--- src/logic/mips_pkg.sv ---
`default_nettype none

package mips_pkg;

  // Primary opcode in bits 31 to 26
  typedef enum logic [5:0] {
    op_special = 6'b000000, // R-type, the real operation sits in funct
    op_j       = 6'b000010,
    op_jal     = 6'b000011,
    op_beq     = 6'b000100,
    op_bne     = 6'b000101,
    op_addiu   = 6'b001001,
    op_slti    = 6'b001010,
    op_sltiu   = 6'b001011,
    op_andi    = 6'b001100,
    op_ori     = 6'b001101,
    op_xori    = 6'b001110,
    op_lui     = 6'b001111,
    op_lb      = 6'b100000,
    op_lh      = 6'b100001,
    op_lw      = 6'b100011,
    op_lbu     = 6'b100100,
    op_lhu     = 6'b100101,
    op_sw      = 6'b101011
  } opcode_e;

  // Function field of the SPECIAL opcode
  typedef enum logic [5:0] {
    fn_sll  = 6'b000000, // An all-zero word is sll $0,$0,0 and acts as nop
    fn_srl  = 6'b000010,
    fn_sra  = 6'b000011,
    fn_jr   = 6'b001000,
    fn_jalr = 6'b001001,
    fn_addu = 6'b100001,
    fn_subu = 6'b100011,
    fn_and  = 6'b100100,
    fn_or   = 6'b100101,
    fn_xor  = 6'b100110,
    fn_slt  = 6'b101010,
    fn_sltu = 6'b101011
  } funct_e;

  // Operations the ALU knows
  typedef enum logic [3:0] {
    alu_add, alu_sub, alu_and, alu_or, alu_xor, alu_nor,
    alu_slt, alu_sltu, alu_sll, alu_srl, alu_sra, alu_lui
  } alu_op_e;

  // Width and extension of a load result
  typedef enum logic [2:0] {
    ld_word, ld_byte, ld_byte_u, ld_half, ld_half_u
  } load_mode_e;

  localparam logic [31:0] reset_vector = 32'hBFC0_0000; // First fetch after reset
  localparam logic [4:0]  link_reg     = 5'd31;          // ra, written by jal
  localparam logic [4:0]  v0_reg       = 5'd2;

  typedef struct packed {
    logic [5:0] opcode;
    logic [4:0] rs;
    logic [4:0] rt;
    logic [4:0] rd;
    logic [4:0] shamt;
    logic [5:0] funct;
  } r_fmt_t;

  typedef struct packed {
    logic [5:0]  opcode;
    logic [4:0]  rs;
    logic [4:0]  rt;
    logic [15:0] imm;
  } i_fmt_t;

  typedef struct packed {
    logic [5:0]  opcode;
    logic [25:0] target; // Word index inside the current 256 MB region
  } j_fmt_t;

  // One instruction word seen in each of the three encodings
  typedef union packed {
    r_fmt_t r;
    i_fmt_t i;
    j_fmt_t j;
  } instr_t;

endpackage

`default_nettype wire
--- src/logic/ctrl_if.sv ---
`timescale 1ns/1ps
`default_nettype none

// Decoded control levels, valid for the whole cycle of the current instruction
interface ctrl_if;
  logic                 reg_write;    // Result goes to the register file
  logic                 reg_dst_rd;   // Destination is rd and not rt
  logic                 link;         // Write PC+8, to link_reg unless rd is chosen
  logic                 mem_to_reg;   // Writeback takes the load selector output
  logic                 alu_src_imm;  // ALU operand B is the immediate
  logic                 imm_zero_ext; // Logical immediates are zero-extended
  mips_pkg::alu_op_e    alu_op;
  mips_pkg::load_mode_e load_mode;
  logic                 take_branch;  // Branch condition holds
  logic                 jump;         // j or jal
  logic                 jump_reg;     // jr or jalr
  logic                 mem_write;    // Store, before the enable gating
  logic                 mem_read;     // Load, before the enable gating
  logic                 zero;         // ALU result is zero

  modport ctl (
    output reg_write, reg_dst_rd, link, mem_to_reg, alu_src_imm, imm_zero_ext,
    output alu_op, load_mode, take_branch, jump, jump_reg, mem_write, mem_read,
    input  zero
  );

  modport dp (
    input  reg_write, reg_dst_rd, link, mem_to_reg, alu_src_imm, imm_zero_ext,
    input  alu_op, load_mode, take_branch, jump, jump_reg, mem_write, mem_read,
    output zero
  );
endinterface

`default_nettype wire

--- src/logic/mips_cpu.sv ---
`timescale 1ns/1ps
`default_nettype none

module mips_cpu (
  input  logic        clk,
  input  logic        rst_n,
  input  logic        clk_enable,
  output logic        active,
  output logic [31:0] register_v0,
  output logic [31:0] instr_address,
  input  logic [31:0] instr_readdata,
  output logic [31:0] data_address,
  output logic [31:0] data_writedata,
  output logic        data_write,
  output logic        data_read,
  input  logic [31:0] data_readdata
);

  // Control levels for the instruction now on instr_readdata
  ctrl_if u_ctrl ();

  mips_control u_control (
    .instr (instr_readdata),
    .ctl   (u_ctrl.ctl)
  );

  // Both memories answer within the cycle, so one edge retires one instruction
  mips_datapath u_datapath (
    .clk            (clk),
    .rst_n          (rst_n),
    .clk_enable     (clk_enable),
    .active         (active),
    .dp             (u_ctrl.dp),
    .instr          (instr_readdata),
    .instr_address  (instr_address),
    .data_readdata  (data_readdata),
    .data_address   (data_address),
    .data_writedata (data_writedata),
    .data_write     (data_write),     // Gated by clk_enable and active
    .data_read      (data_read),
    .register_v0    (register_v0)
  );

endmodule

`default_nettype wire

--- src/logic/mips_datapath.sv ---
`timescale 1ns/1ps
`default_nettype none

module mips_datapath (
  input  logic             clk,
  input  logic             rst_n,
  input  logic             clk_enable,
  output logic             active,
  ctrl_if.dp               dp,
  input  mips_pkg::instr_t instr,
  output logic [31:0]      instr_address,
  input  logic [31:0]      data_readdata,
  output logic [31:0]      data_address,
  output logic [31:0]      data_writedata,
  output logic             data_write,
  output logic             data_read,
  output logic [31:0]      register_v0
);

  logic        step_en;       // One instruction retires on this edge
  logic [31:0] pc_q;          // Address of the instruction now executing
  logic [31:0] npc_q;         // Address of the one after it, the delay slot register
  logic [31:0] npc_d;
  logic [31:0] pc_plus4;
  logic [31:0] pc_plus8;
  logic [31:0] imm_ext;
  logic [31:0] branch_target;
  logic [31:0] jump_target;
  logic [31:0] rs_data;
  logic [31:0] rt_data;
  logic [31:0] alu_b;
  logic [31:0] alu_y;
  logic [31:0] load_data;
  logic [4:0]  write_reg;
  logic [31:0] write_data;
  logic        reg_we;

  // Nothing moves while disabled or after the halt
  assign step_en = clk_enable & active;

  assign instr_address = pc_q;
  assign pc_plus4      = pc_q + 32'd4;
  assign pc_plus8      = pc_q + 32'd8; // Return address skips the delay slot

  // Logical immediates are zero-extended, all others sign-extended
  assign imm_ext = dp.imm_zero_ext ? {16'h0000, instr.i.imm}
                                   : {{16{instr.i.imm[15]}}, instr.i.imm};

  assign branch_target = pc_plus4 + {imm_ext[29:0], 2'b00};
  assign jump_target   = {pc_plus4[31:28], instr.j.target, 2'b00}; // Region of the delay slot

  // The next-address register takes a target only when control flow changes
  always_comb begin
    if (dp.jump_reg) begin
      npc_d = rs_data;
    end else if (dp.jump) begin
      npc_d = jump_target;
    end else if (dp.take_branch) begin
      npc_d = branch_target;
    end else begin
      npc_d = npc_q + 32'd4;
    end
  end

  always_ff @(posedge clk or negedge rst_n) begin
    if (!rst_n) begin
      pc_q   <= mips_pkg::reset_vector;
      npc_q  <= mips_pkg::reset_vector + 32'd4;
      active <= 1'b1;
    end else if (step_en) begin
      pc_q   <= npc_q;          // The delay slot always follows
      npc_q  <= npc_d;
      active <= (npc_q != '0);  // Reaching address 0 stops the core
    end
  end

  // rd wins for R-type and jalr, jal falls back to ra
  assign write_reg = dp.reg_dst_rd ? instr.r.rd :
                     dp.link       ? mips_pkg::link_reg : instr.i.rt;

  assign write_data = dp.link       ? pc_plus8  :
                      dp.mem_to_reg ? load_data : alu_y;

  assign reg_we = dp.reg_write & step_en;

  mips_regfile u_regfile (
    .clk         (clk),
    .rst_n       (rst_n),
    .write_en    (reg_we),
    .read_addr_a (instr.i.rs),
    .read_addr_b (instr.i.rt),
    .write_addr  (write_reg),
    .write_data  (write_data),
    .read_data_a (rs_data),
    .read_data_b (rt_data),
    .reg_v0      (register_v0)
  );

  assign alu_b = dp.alu_src_imm ? imm_ext : rt_data;

  mips_alu u_alu (
    .op    (dp.alu_op),
    .a     (rs_data),
    .b     (alu_b),
    .shamt (instr.r.shamt),
    .y     (alu_y),
    .zero  (dp.zero)
  );

  mips_load_select u_load_select (
    .mode        (dp.load_mode),
    .byte_offset (alu_y[1:0]),
    .word        (data_readdata),
    .y           (load_data)
  );

  assign data_address   = alu_y;   // Effective address of loads and stores
  assign data_writedata = rt_data;
  // Strobes follow the same condition as every state update
  assign data_write = dp.mem_write & step_en;
  assign data_read  = dp.mem_read & step_en;

endmodule

`default_nettype wire

--- src/logic/mips_control.sv ---
`timescale 1ns/1ps
`default_nettype none

module mips_control (
  input  mips_pkg::instr_t instr,
  ctrl_if.ctl              ctl
);

  logic is_beq;
  logic is_bne;

  assign is_beq = (instr.i.opcode == mips_pkg::op_beq);
  assign is_bne = (instr.i.opcode == mips_pkg::op_bne);

  // Branch decision made here and nowhere else, bne wants a nonzero difference
  assign ctl.take_branch = (is_beq & ctl.zero) | (is_bne & ~ctl.zero);

  always_comb begin
    // Anything not listed below behaves as a nop
    ctl.reg_write    = 1'b0;
    ctl.reg_dst_rd   = 1'b0;
    ctl.link         = 1'b0;
    ctl.mem_to_reg   = 1'b0;
    ctl.alu_src_imm  = 1'b0;
    ctl.imm_zero_ext = 1'b0;
    ctl.alu_op       = mips_pkg::alu_add;
    ctl.load_mode    = mips_pkg::ld_word;
    ctl.jump         = 1'b0;
    ctl.jump_reg     = 1'b0;
    ctl.mem_write    = 1'b0;
    ctl.mem_read     = 1'b0;

    case (instr.i.opcode)
      mips_pkg::op_special: begin
        ctl.reg_write  = 1'b1;
        ctl.reg_dst_rd = 1'b1;
        case (instr.r.funct)
          mips_pkg::fn_addu: ctl.alu_op = mips_pkg::alu_add;
          mips_pkg::fn_subu: ctl.alu_op = mips_pkg::alu_sub;
          mips_pkg::fn_and:  ctl.alu_op = mips_pkg::alu_and;
          mips_pkg::fn_or:   ctl.alu_op = mips_pkg::alu_or;
          mips_pkg::fn_xor:  ctl.alu_op = mips_pkg::alu_xor;
          mips_pkg::fn_slt:  ctl.alu_op = mips_pkg::alu_slt;
          mips_pkg::fn_sltu: ctl.alu_op = mips_pkg::alu_sltu;
          mips_pkg::fn_sll:  ctl.alu_op = mips_pkg::alu_sll; // Shift amount comes from shamt
          mips_pkg::fn_srl:  ctl.alu_op = mips_pkg::alu_srl;
          mips_pkg::fn_sra:  ctl.alu_op = mips_pkg::alu_sra;
          mips_pkg::fn_jr: begin
            ctl.reg_write = 1'b0;
            ctl.jump_reg  = 1'b1;
          end
          mips_pkg::fn_jalr: begin
            ctl.jump_reg = 1'b1; // Link goes to rd, which is usually 31
            ctl.link     = 1'b1;
          end
          default: ctl.reg_write = 1'b0; // Unknown funct writes nothing
        endcase
      end
      mips_pkg::op_addiu: begin
        ctl.reg_write   = 1'b1;
        ctl.alu_src_imm = 1'b1;
      end
      mips_pkg::op_andi, mips_pkg::op_ori, mips_pkg::op_xori: begin
        ctl.reg_write    = 1'b1;
        ctl.alu_src_imm  = 1'b1;
        ctl.imm_zero_ext = 1'b1;
        ctl.alu_op = (instr.i.opcode == mips_pkg::op_andi) ? mips_pkg::alu_and :
                     (instr.i.opcode == mips_pkg::op_ori)  ? mips_pkg::alu_or  :
                                                             mips_pkg::alu_xor;
      end
      mips_pkg::op_slti, mips_pkg::op_sltiu: begin
        ctl.reg_write   = 1'b1;
        ctl.alu_src_imm = 1'b1; // sltiu still sign-extends, only the compare is unsigned
        ctl.alu_op = (instr.i.opcode == mips_pkg::op_slti) ? mips_pkg::alu_slt :
                                                              mips_pkg::alu_sltu;
      end
      mips_pkg::op_lui: begin
        ctl.reg_write   = 1'b1;
        ctl.alu_src_imm = 1'b1;
        ctl.alu_op      = mips_pkg::alu_lui;
      end
      mips_pkg::op_beq, mips_pkg::op_bne: ctl.alu_op = mips_pkg::alu_sub; // rs minus rt
      mips_pkg::op_lw, mips_pkg::op_lb, mips_pkg::op_lbu, mips_pkg::op_lh,
      mips_pkg::op_lhu: begin
        ctl.reg_write   = 1'b1;
        ctl.alu_src_imm = 1'b1; // Address is rs plus offset
        ctl.mem_to_reg  = 1'b1;
        ctl.mem_read    = 1'b1;
        case (instr.i.opcode)
          mips_pkg::op_lb:  ctl.load_mode = mips_pkg::ld_byte;
          mips_pkg::op_lbu: ctl.load_mode = mips_pkg::ld_byte_u;
          mips_pkg::op_lh:  ctl.load_mode = mips_pkg::ld_half;
          mips_pkg::op_lhu: ctl.load_mode = mips_pkg::ld_half_u;
          default:          ctl.load_mode = mips_pkg::ld_word;
        endcase
      end
      mips_pkg::op_sw: begin
        ctl.alu_src_imm = 1'b1;
        ctl.mem_write   = 1'b1;
      end
      mips_pkg::op_j: ctl.jump = 1'b1;
      mips_pkg::op_jal: begin
        ctl.jump      = 1'b1;
        ctl.link      = 1'b1; // Destination falls back to link_reg
        ctl.reg_write = 1'b1;
      end
      default: ;
    endcase
  end

endmodule

`default_nettype wire

--- src/logic/mips_load_select.sv ---
`timescale 1ns/1ps
`default_nettype none

module mips_load_select (
  input  mips_pkg::load_mode_e mode,
  input  logic [1:0]           byte_offset,
  input  logic [31:0]          word,
  output logic [31:0]          y
);

  logic [7:0]  sel_byte;
  logic [15:0] sel_half;

  // Byte 0 sits in the low bits of the word
  assign sel_byte = word[8*byte_offset +: 8];
  assign sel_half = byte_offset[1] ? word[31:16] : word[15:0]; // Bit 0 of the offset is ignored

  always_comb begin
    case (mode)
      mips_pkg::ld_byte:   y = {{24{sel_byte[7]}}, sel_byte};
      mips_pkg::ld_byte_u: y = {24'd0, sel_byte};
      mips_pkg::ld_half:   y = {{16{sel_half[15]}}, sel_half};
      mips_pkg::ld_half_u: y = {16'd0, sel_half};
      default:             y = word; // lw returns the word unchanged
    endcase
  end

endmodule

`default_nettype wire

--- src/logic/mips_alu.sv ---
`timescale 1ns/1ps
`default_nettype none

module mips_alu (
  input  mips_pkg::alu_op_e op,
  input  logic [31:0]       a,
  input  logic [31:0]       b,
  input  logic [4:0]        shamt,
  output logic [31:0]       y,
  output logic              zero
);

  logic [31:0] diff;
  logic        lt_signed;
  logic        lt_unsigned;

  assign diff        = a - b;
  assign lt_signed   = ($signed(a) < $signed(b));
  assign lt_unsigned = (a < b);

  always_comb begin
    case (op)
      mips_pkg::alu_add: begin
        y = a + b; // addu and addiu never trap
      end
      mips_pkg::alu_sub: begin
        y = diff;
      end
      mips_pkg::alu_and:  y = a & b;
      mips_pkg::alu_or:   y = a | b;
      mips_pkg::alu_xor:  y = a ^ b;
      mips_pkg::alu_nor:  y = ~(a | b);
      mips_pkg::alu_slt:  y = {31'd0, lt_signed};
      mips_pkg::alu_sltu: y = {31'd0, lt_unsigned};
      // Shifts move operand B, which holds rt
      mips_pkg::alu_sll:  y = b << shamt;
      mips_pkg::alu_srl:  y = b >> shamt;
      mips_pkg::alu_sra: begin
        y = $unsigned($signed(b) >>> shamt); // Sign bit copied in from the left
      end
      mips_pkg::alu_lui: begin
        y = {b[15:0], 16'h0000};
      end
      default: begin
        y = a + b;
      end
    endcase
  end

  // beq and bne ask for a subtract and test this flag
  assign zero = (y == 32'd0);

endmodule

`default_nettype wire

--- src/logic/mips_regfile.sv ---
`timescale 1ns/1ps
`default_nettype none

module mips_regfile (
  input  logic        clk,
  input  logic        rst_n,
  input  logic        write_en,
  input  logic [4:0]  read_addr_a,
  input  logic [4:0]  read_addr_b,
  input  logic [4:0]  write_addr,
  input  logic [31:0] write_data,
  output logic [31:0] read_data_a,
  output logic [31:0] read_data_b,
  output logic [31:0] reg_v0
);

  logic [31:0] regs [32];

  // Entry 0 is cleared by reset and never written, so $0 always reads zero
  always_ff @(posedge clk or negedge rst_n) begin
    if (!rst_n) begin
      for (int i = 0; i < 32; i++) begin
        regs[i] <= '0;
      end
    end else if (write_en && write_addr != 5'd0) begin
      regs[write_addr] <= write_data;
    end
  end

  // Reads see the old value during the writing cycle
  assign read_data_a = regs[read_addr_a];
  assign read_data_b = regs[read_addr_b];

  assign reg_v0 = regs[mips_pkg::v0_reg]; // Observed from outside the core

endmodule

`default_nettype wire

--- config.mk ---
export PLATFORM = sky130hd
export DESIGN_NAME = mips_cpu
export DESIGN_NICKNAME = d
export VERILOG_FILES = /design/src/logic/mips_pkg.sv /design/src/logic/ctrl_if.sv /design/src/logic/mips_cpu.sv /design/src/logic/mips_datapath.sv /design/src/logic/mips_control.sv /design/src/logic/mips_load_select.sv /design/src/logic/mips_alu.sv /design/src/logic/mips_regfile.sv
export SDC_FILE = /design/constraint.sdc
export NUM_CORES = 2
export LEC_CHECK = 0
export CORE_MARGIN = 2
export CORE_UTILIZATION = 50
export CTS_CLUSTER_DIAMETER = 60
export DETAILED_ROUTE_END_ITERATION = 6
export DONT_BUFFER_PORTS = 1
export SYNTH_ARGS = -nofsm -noshare
export SYNTH_HDL_FRONTEND = slang
export SYNTH_SLANG_ARGS = --single-unit
export TNS_END_PERCENT = 30
--- constraint.sdc ---
create_clock -name clk -period 10.9 [get_ports clk]
set_input_delay 2.18 -clock clk [delete_from_list [all_inputs] [get_ports clk]]
set_output_delay 2.18 -clock clk [all_outputs]
set_load 0.01 [all_outputs]
==> results.cfg <==
[run_status]
run_status = complete, but fails checks
violations = capacitance limit, slew limit, setup timing

[cts]
cts_tree = done
clock_latency_ns = 0.78
htreeDepth = 3
cts.clk_slew.worst_paths_ns = 0.06
cts_inserted_buffers = 120
clock-root-buffer = clkbuf_16
cts_sinks = 1089
cts_buffer_depth = 3

[critical_path]
crit_fanout = 514
cp.arrival_ns = 8.81
cpMostUsedCell = buf_4
crit_family = compound AO/OA/AOI/OAI gates
cp.required_ns = 8.72
critPathKind = in2out
path_cells = mux2i_1, a22oi_1, a21oi_1, or4_1, clkinvlp_4, mux2i_1, ha_1, nor2_1, o21ai_0, a21boi_1, o31ai_1, buf_4, a211oi_1, a21boi_0, o22ai_1, a21boi_0, o2111ai_1, nand3_1, nand4_1, nor4b_1, buf_4, inv_1, buf_4
cp-start-kind = input pin
crit_buf_inv = 5
max_stage_delay_ns = 0.50
endpoint_kind = output port
cp_slowest_cell = mux2i_1

[timing]
hold_viol_final = 0
period_minus_slack_ns = 10.99
worstMarginPinSlew_ns = 1.541
finalHoldWorstSlack_ns = 0.4021
setup_tns_ns = -0.08993
post-route-period-util_pct = 100.8
rsz0062_at_grt = no
finalClockSkew_ns = 0.08276
slew_viol_final = 47
relSlewSlack_pct = -2.708
setup_ws_ns = -0.08993
setup_viol = 1
fmax_mhz = 90.99

[global_routing]
grt_pass1_vias = 60670
overflow = 0
antenna_found_initial = 9
grt_pass1_wl_mm = 449.4
track_usage_pct = 42.56
grt_max_degree = 515

[logic_synthesis]
synthFlopType = dfrtp_1
avgSynthCellArea_um2 = 9.408
syn_area_um2 = 70760
yosysSeqAreaShare_pct = 38.55
synth_edf_count = 0
yosys_register_bits = 1089
syn-num-nets = 7720
syn_inst = 7521
async_flop_share_pct = 100.0
yosysUniqueCellTypes = 92
synth_warnings = 0

[finish]
drive_gt1_share_pct = 15.04
layout_common_cells = nand2_1, dfrtp_1, o21ai_0
design_area_um2 = 77210
nets = 7393
synthToLayoutAreaGrowth_pct = 9.123
fin_util_pct = 54.73
final_common_cell = nand2_1

[drt]
wl_met3_mm = 31.98
dr.first_iter.drc_count = 8344
drt_wl_total_mm = 313.0
viasPerCell = 6.873
ant_nets = 0
wl_met1_mm = 123.5
routed.top_layer = met5
drc = 0
avgRoutedWirePerCell_um = 34.06
num_vias = 63170
wl_met2_mm = 135.9
dr.pass1.iters = 7

[floorplanning]
core_um2 = 141100
boundaryPins = 198
die_h_um = 380.2
die_w_um = 380.2
die_area_um2 = 144500
start_util_pct = 50.16
rows = 138

[pwr]
p_switching_mw = 3.071
leakage_nw = 33.84
p_int_mw = 7.010
ir_drop_mv = 0.1450
p_total_mw = 10.08
power_density_nw_per_um2 = 130.6
seqPwrFrac_pct = 40.1
sw_frac_of_total_pct = 30.46
pwr-share-comb_pct = 17.8
power_frac_clock_pct = 42.1

[place]
gp_congestion = 1.054
portBuffers = 0
dpl-instance-area_um2 = 72990
dp_hpwl_mm = 207.0

[worst_hold_path]
hp-class = reg2reg

[flow_run]
cap_violations = 1
## cell families (layout without fill, tap and decap cells)
logic type / after synthesis / after routing / synth area share (%)
XOR/XNOR: 117 / 117 / 1.448
AO/OA/AOI/OAI: 2247 / 2247 / 19.09
buffers and inverters: 877 / 655 / 5.473
AND/OR/NAND/NOR: 2032 / 2033 / 12.31
multiplexers: 1027 / 1027 / 20.76
adder cells (fa/ha/maj): 132 / 132 / 2.366
flip-flops: 1089 / 1089 / 38.55
other: 0 / 1 / 0
## registers in the layout (all words and copies together), names as in the netlist
name                         count
u_datapath.active                1
u_datapath.instr_address        32
u_datapath.npc_q                32
u_datapath.u_regfile.reg_v0     32
u_datapath.u_regfile.regs      992
## synth_stat cells (all sizes together), types with 87 or more instances
cell type / n / area share [%]
a21oi: 371 / 2.6
a22oi: 294 / 3.1
buf: 216 / 2.0
clkbuf: 533 / 2.8
dfrtp: 1069 / 38
ha: 129 / 2.3
inv: 127 / 0.67
mux2i: 597 / 8.4
mux4: 344 / 11
nand2: 1331 / 7.1
nand3: 87 / 0.62
nor2: 286 / 1.5
o21ai: 1085 / 7.7
## timing repair
item                                    in CTS  in global routing
setup buffers                                0                  1
endpoints found under the setup margin       0                  3
hold buffers                                 0                  0
gates resized for setup                      0                  5
## final cells by class
type | count | area [µm²]
flip-flops and latches | 1089 | 27280
clock buffers | 177 | 3547
well taps | 1890 | 2365
inverters | 128 | 484.2
clock inverters | 51 | 631.9
multi-input cells | 5556 | 40400
repair buffers | 299 | 2502
diodes | 1 | 2.502
fillers | 12700 | 63860
## power by group through the flow
stage / sequential (mW) / combinational [mW] / clock (mW)
final: 4.04 / 1.79 / 4.25
after global routing: 4.04 / 1.83 / 4.45
after CTS: 4.04 / 1.71 / 4.28
after detailed placement: 4.12 / 1.71 / 0
after global placement: 4.12 / 1.71 / 0
after floorplan: 4.12 / 0.978 / 0
## per-stage QoR
step / cells / setup WS (ns)
finish: 9191 / -0.08993
global route: 9190 / 0.02788
CTS: 9188 / 0.2651
detailed placement: 8960 / 0.2840
floorplan: 7521 / 0.8555
global placement: 8959 / 0.4622
## layer usage
metal	GRT usage, %	vias up
li1	-	26790
met4	24.70	8
met2	63.09	3772
met1	57.49	31790
met5	0	-
met3	9.548	807
## final timing paths
path	start	to	slack, ns	cells past startpoint
setup / recovery	instr_readdata[16]	data_address[31]	-0.09	23
hold / removal	u_datapath.u_regfile.regs[997]	u_datapath.u_regfile.regs[997]	0.40	0
setup reg to reg	u_datapath.u_regfile.reg_v0[9]	u_datapath.u_regfile.regs[362]	2.99	26
hold reg to reg	u_datapath.u_regfile.regs[997]	u_datapath.u_regfile.regs[997]	0.40	0
max in group asynchronous	rst_n	u_datapath.u_regfile.regs[705]	7.19	3
min in group asynchronous	rst_n	u_datapath.instr_address[30]	1.29	1
No activity file was read; power rests on OpenSTA's default activity.
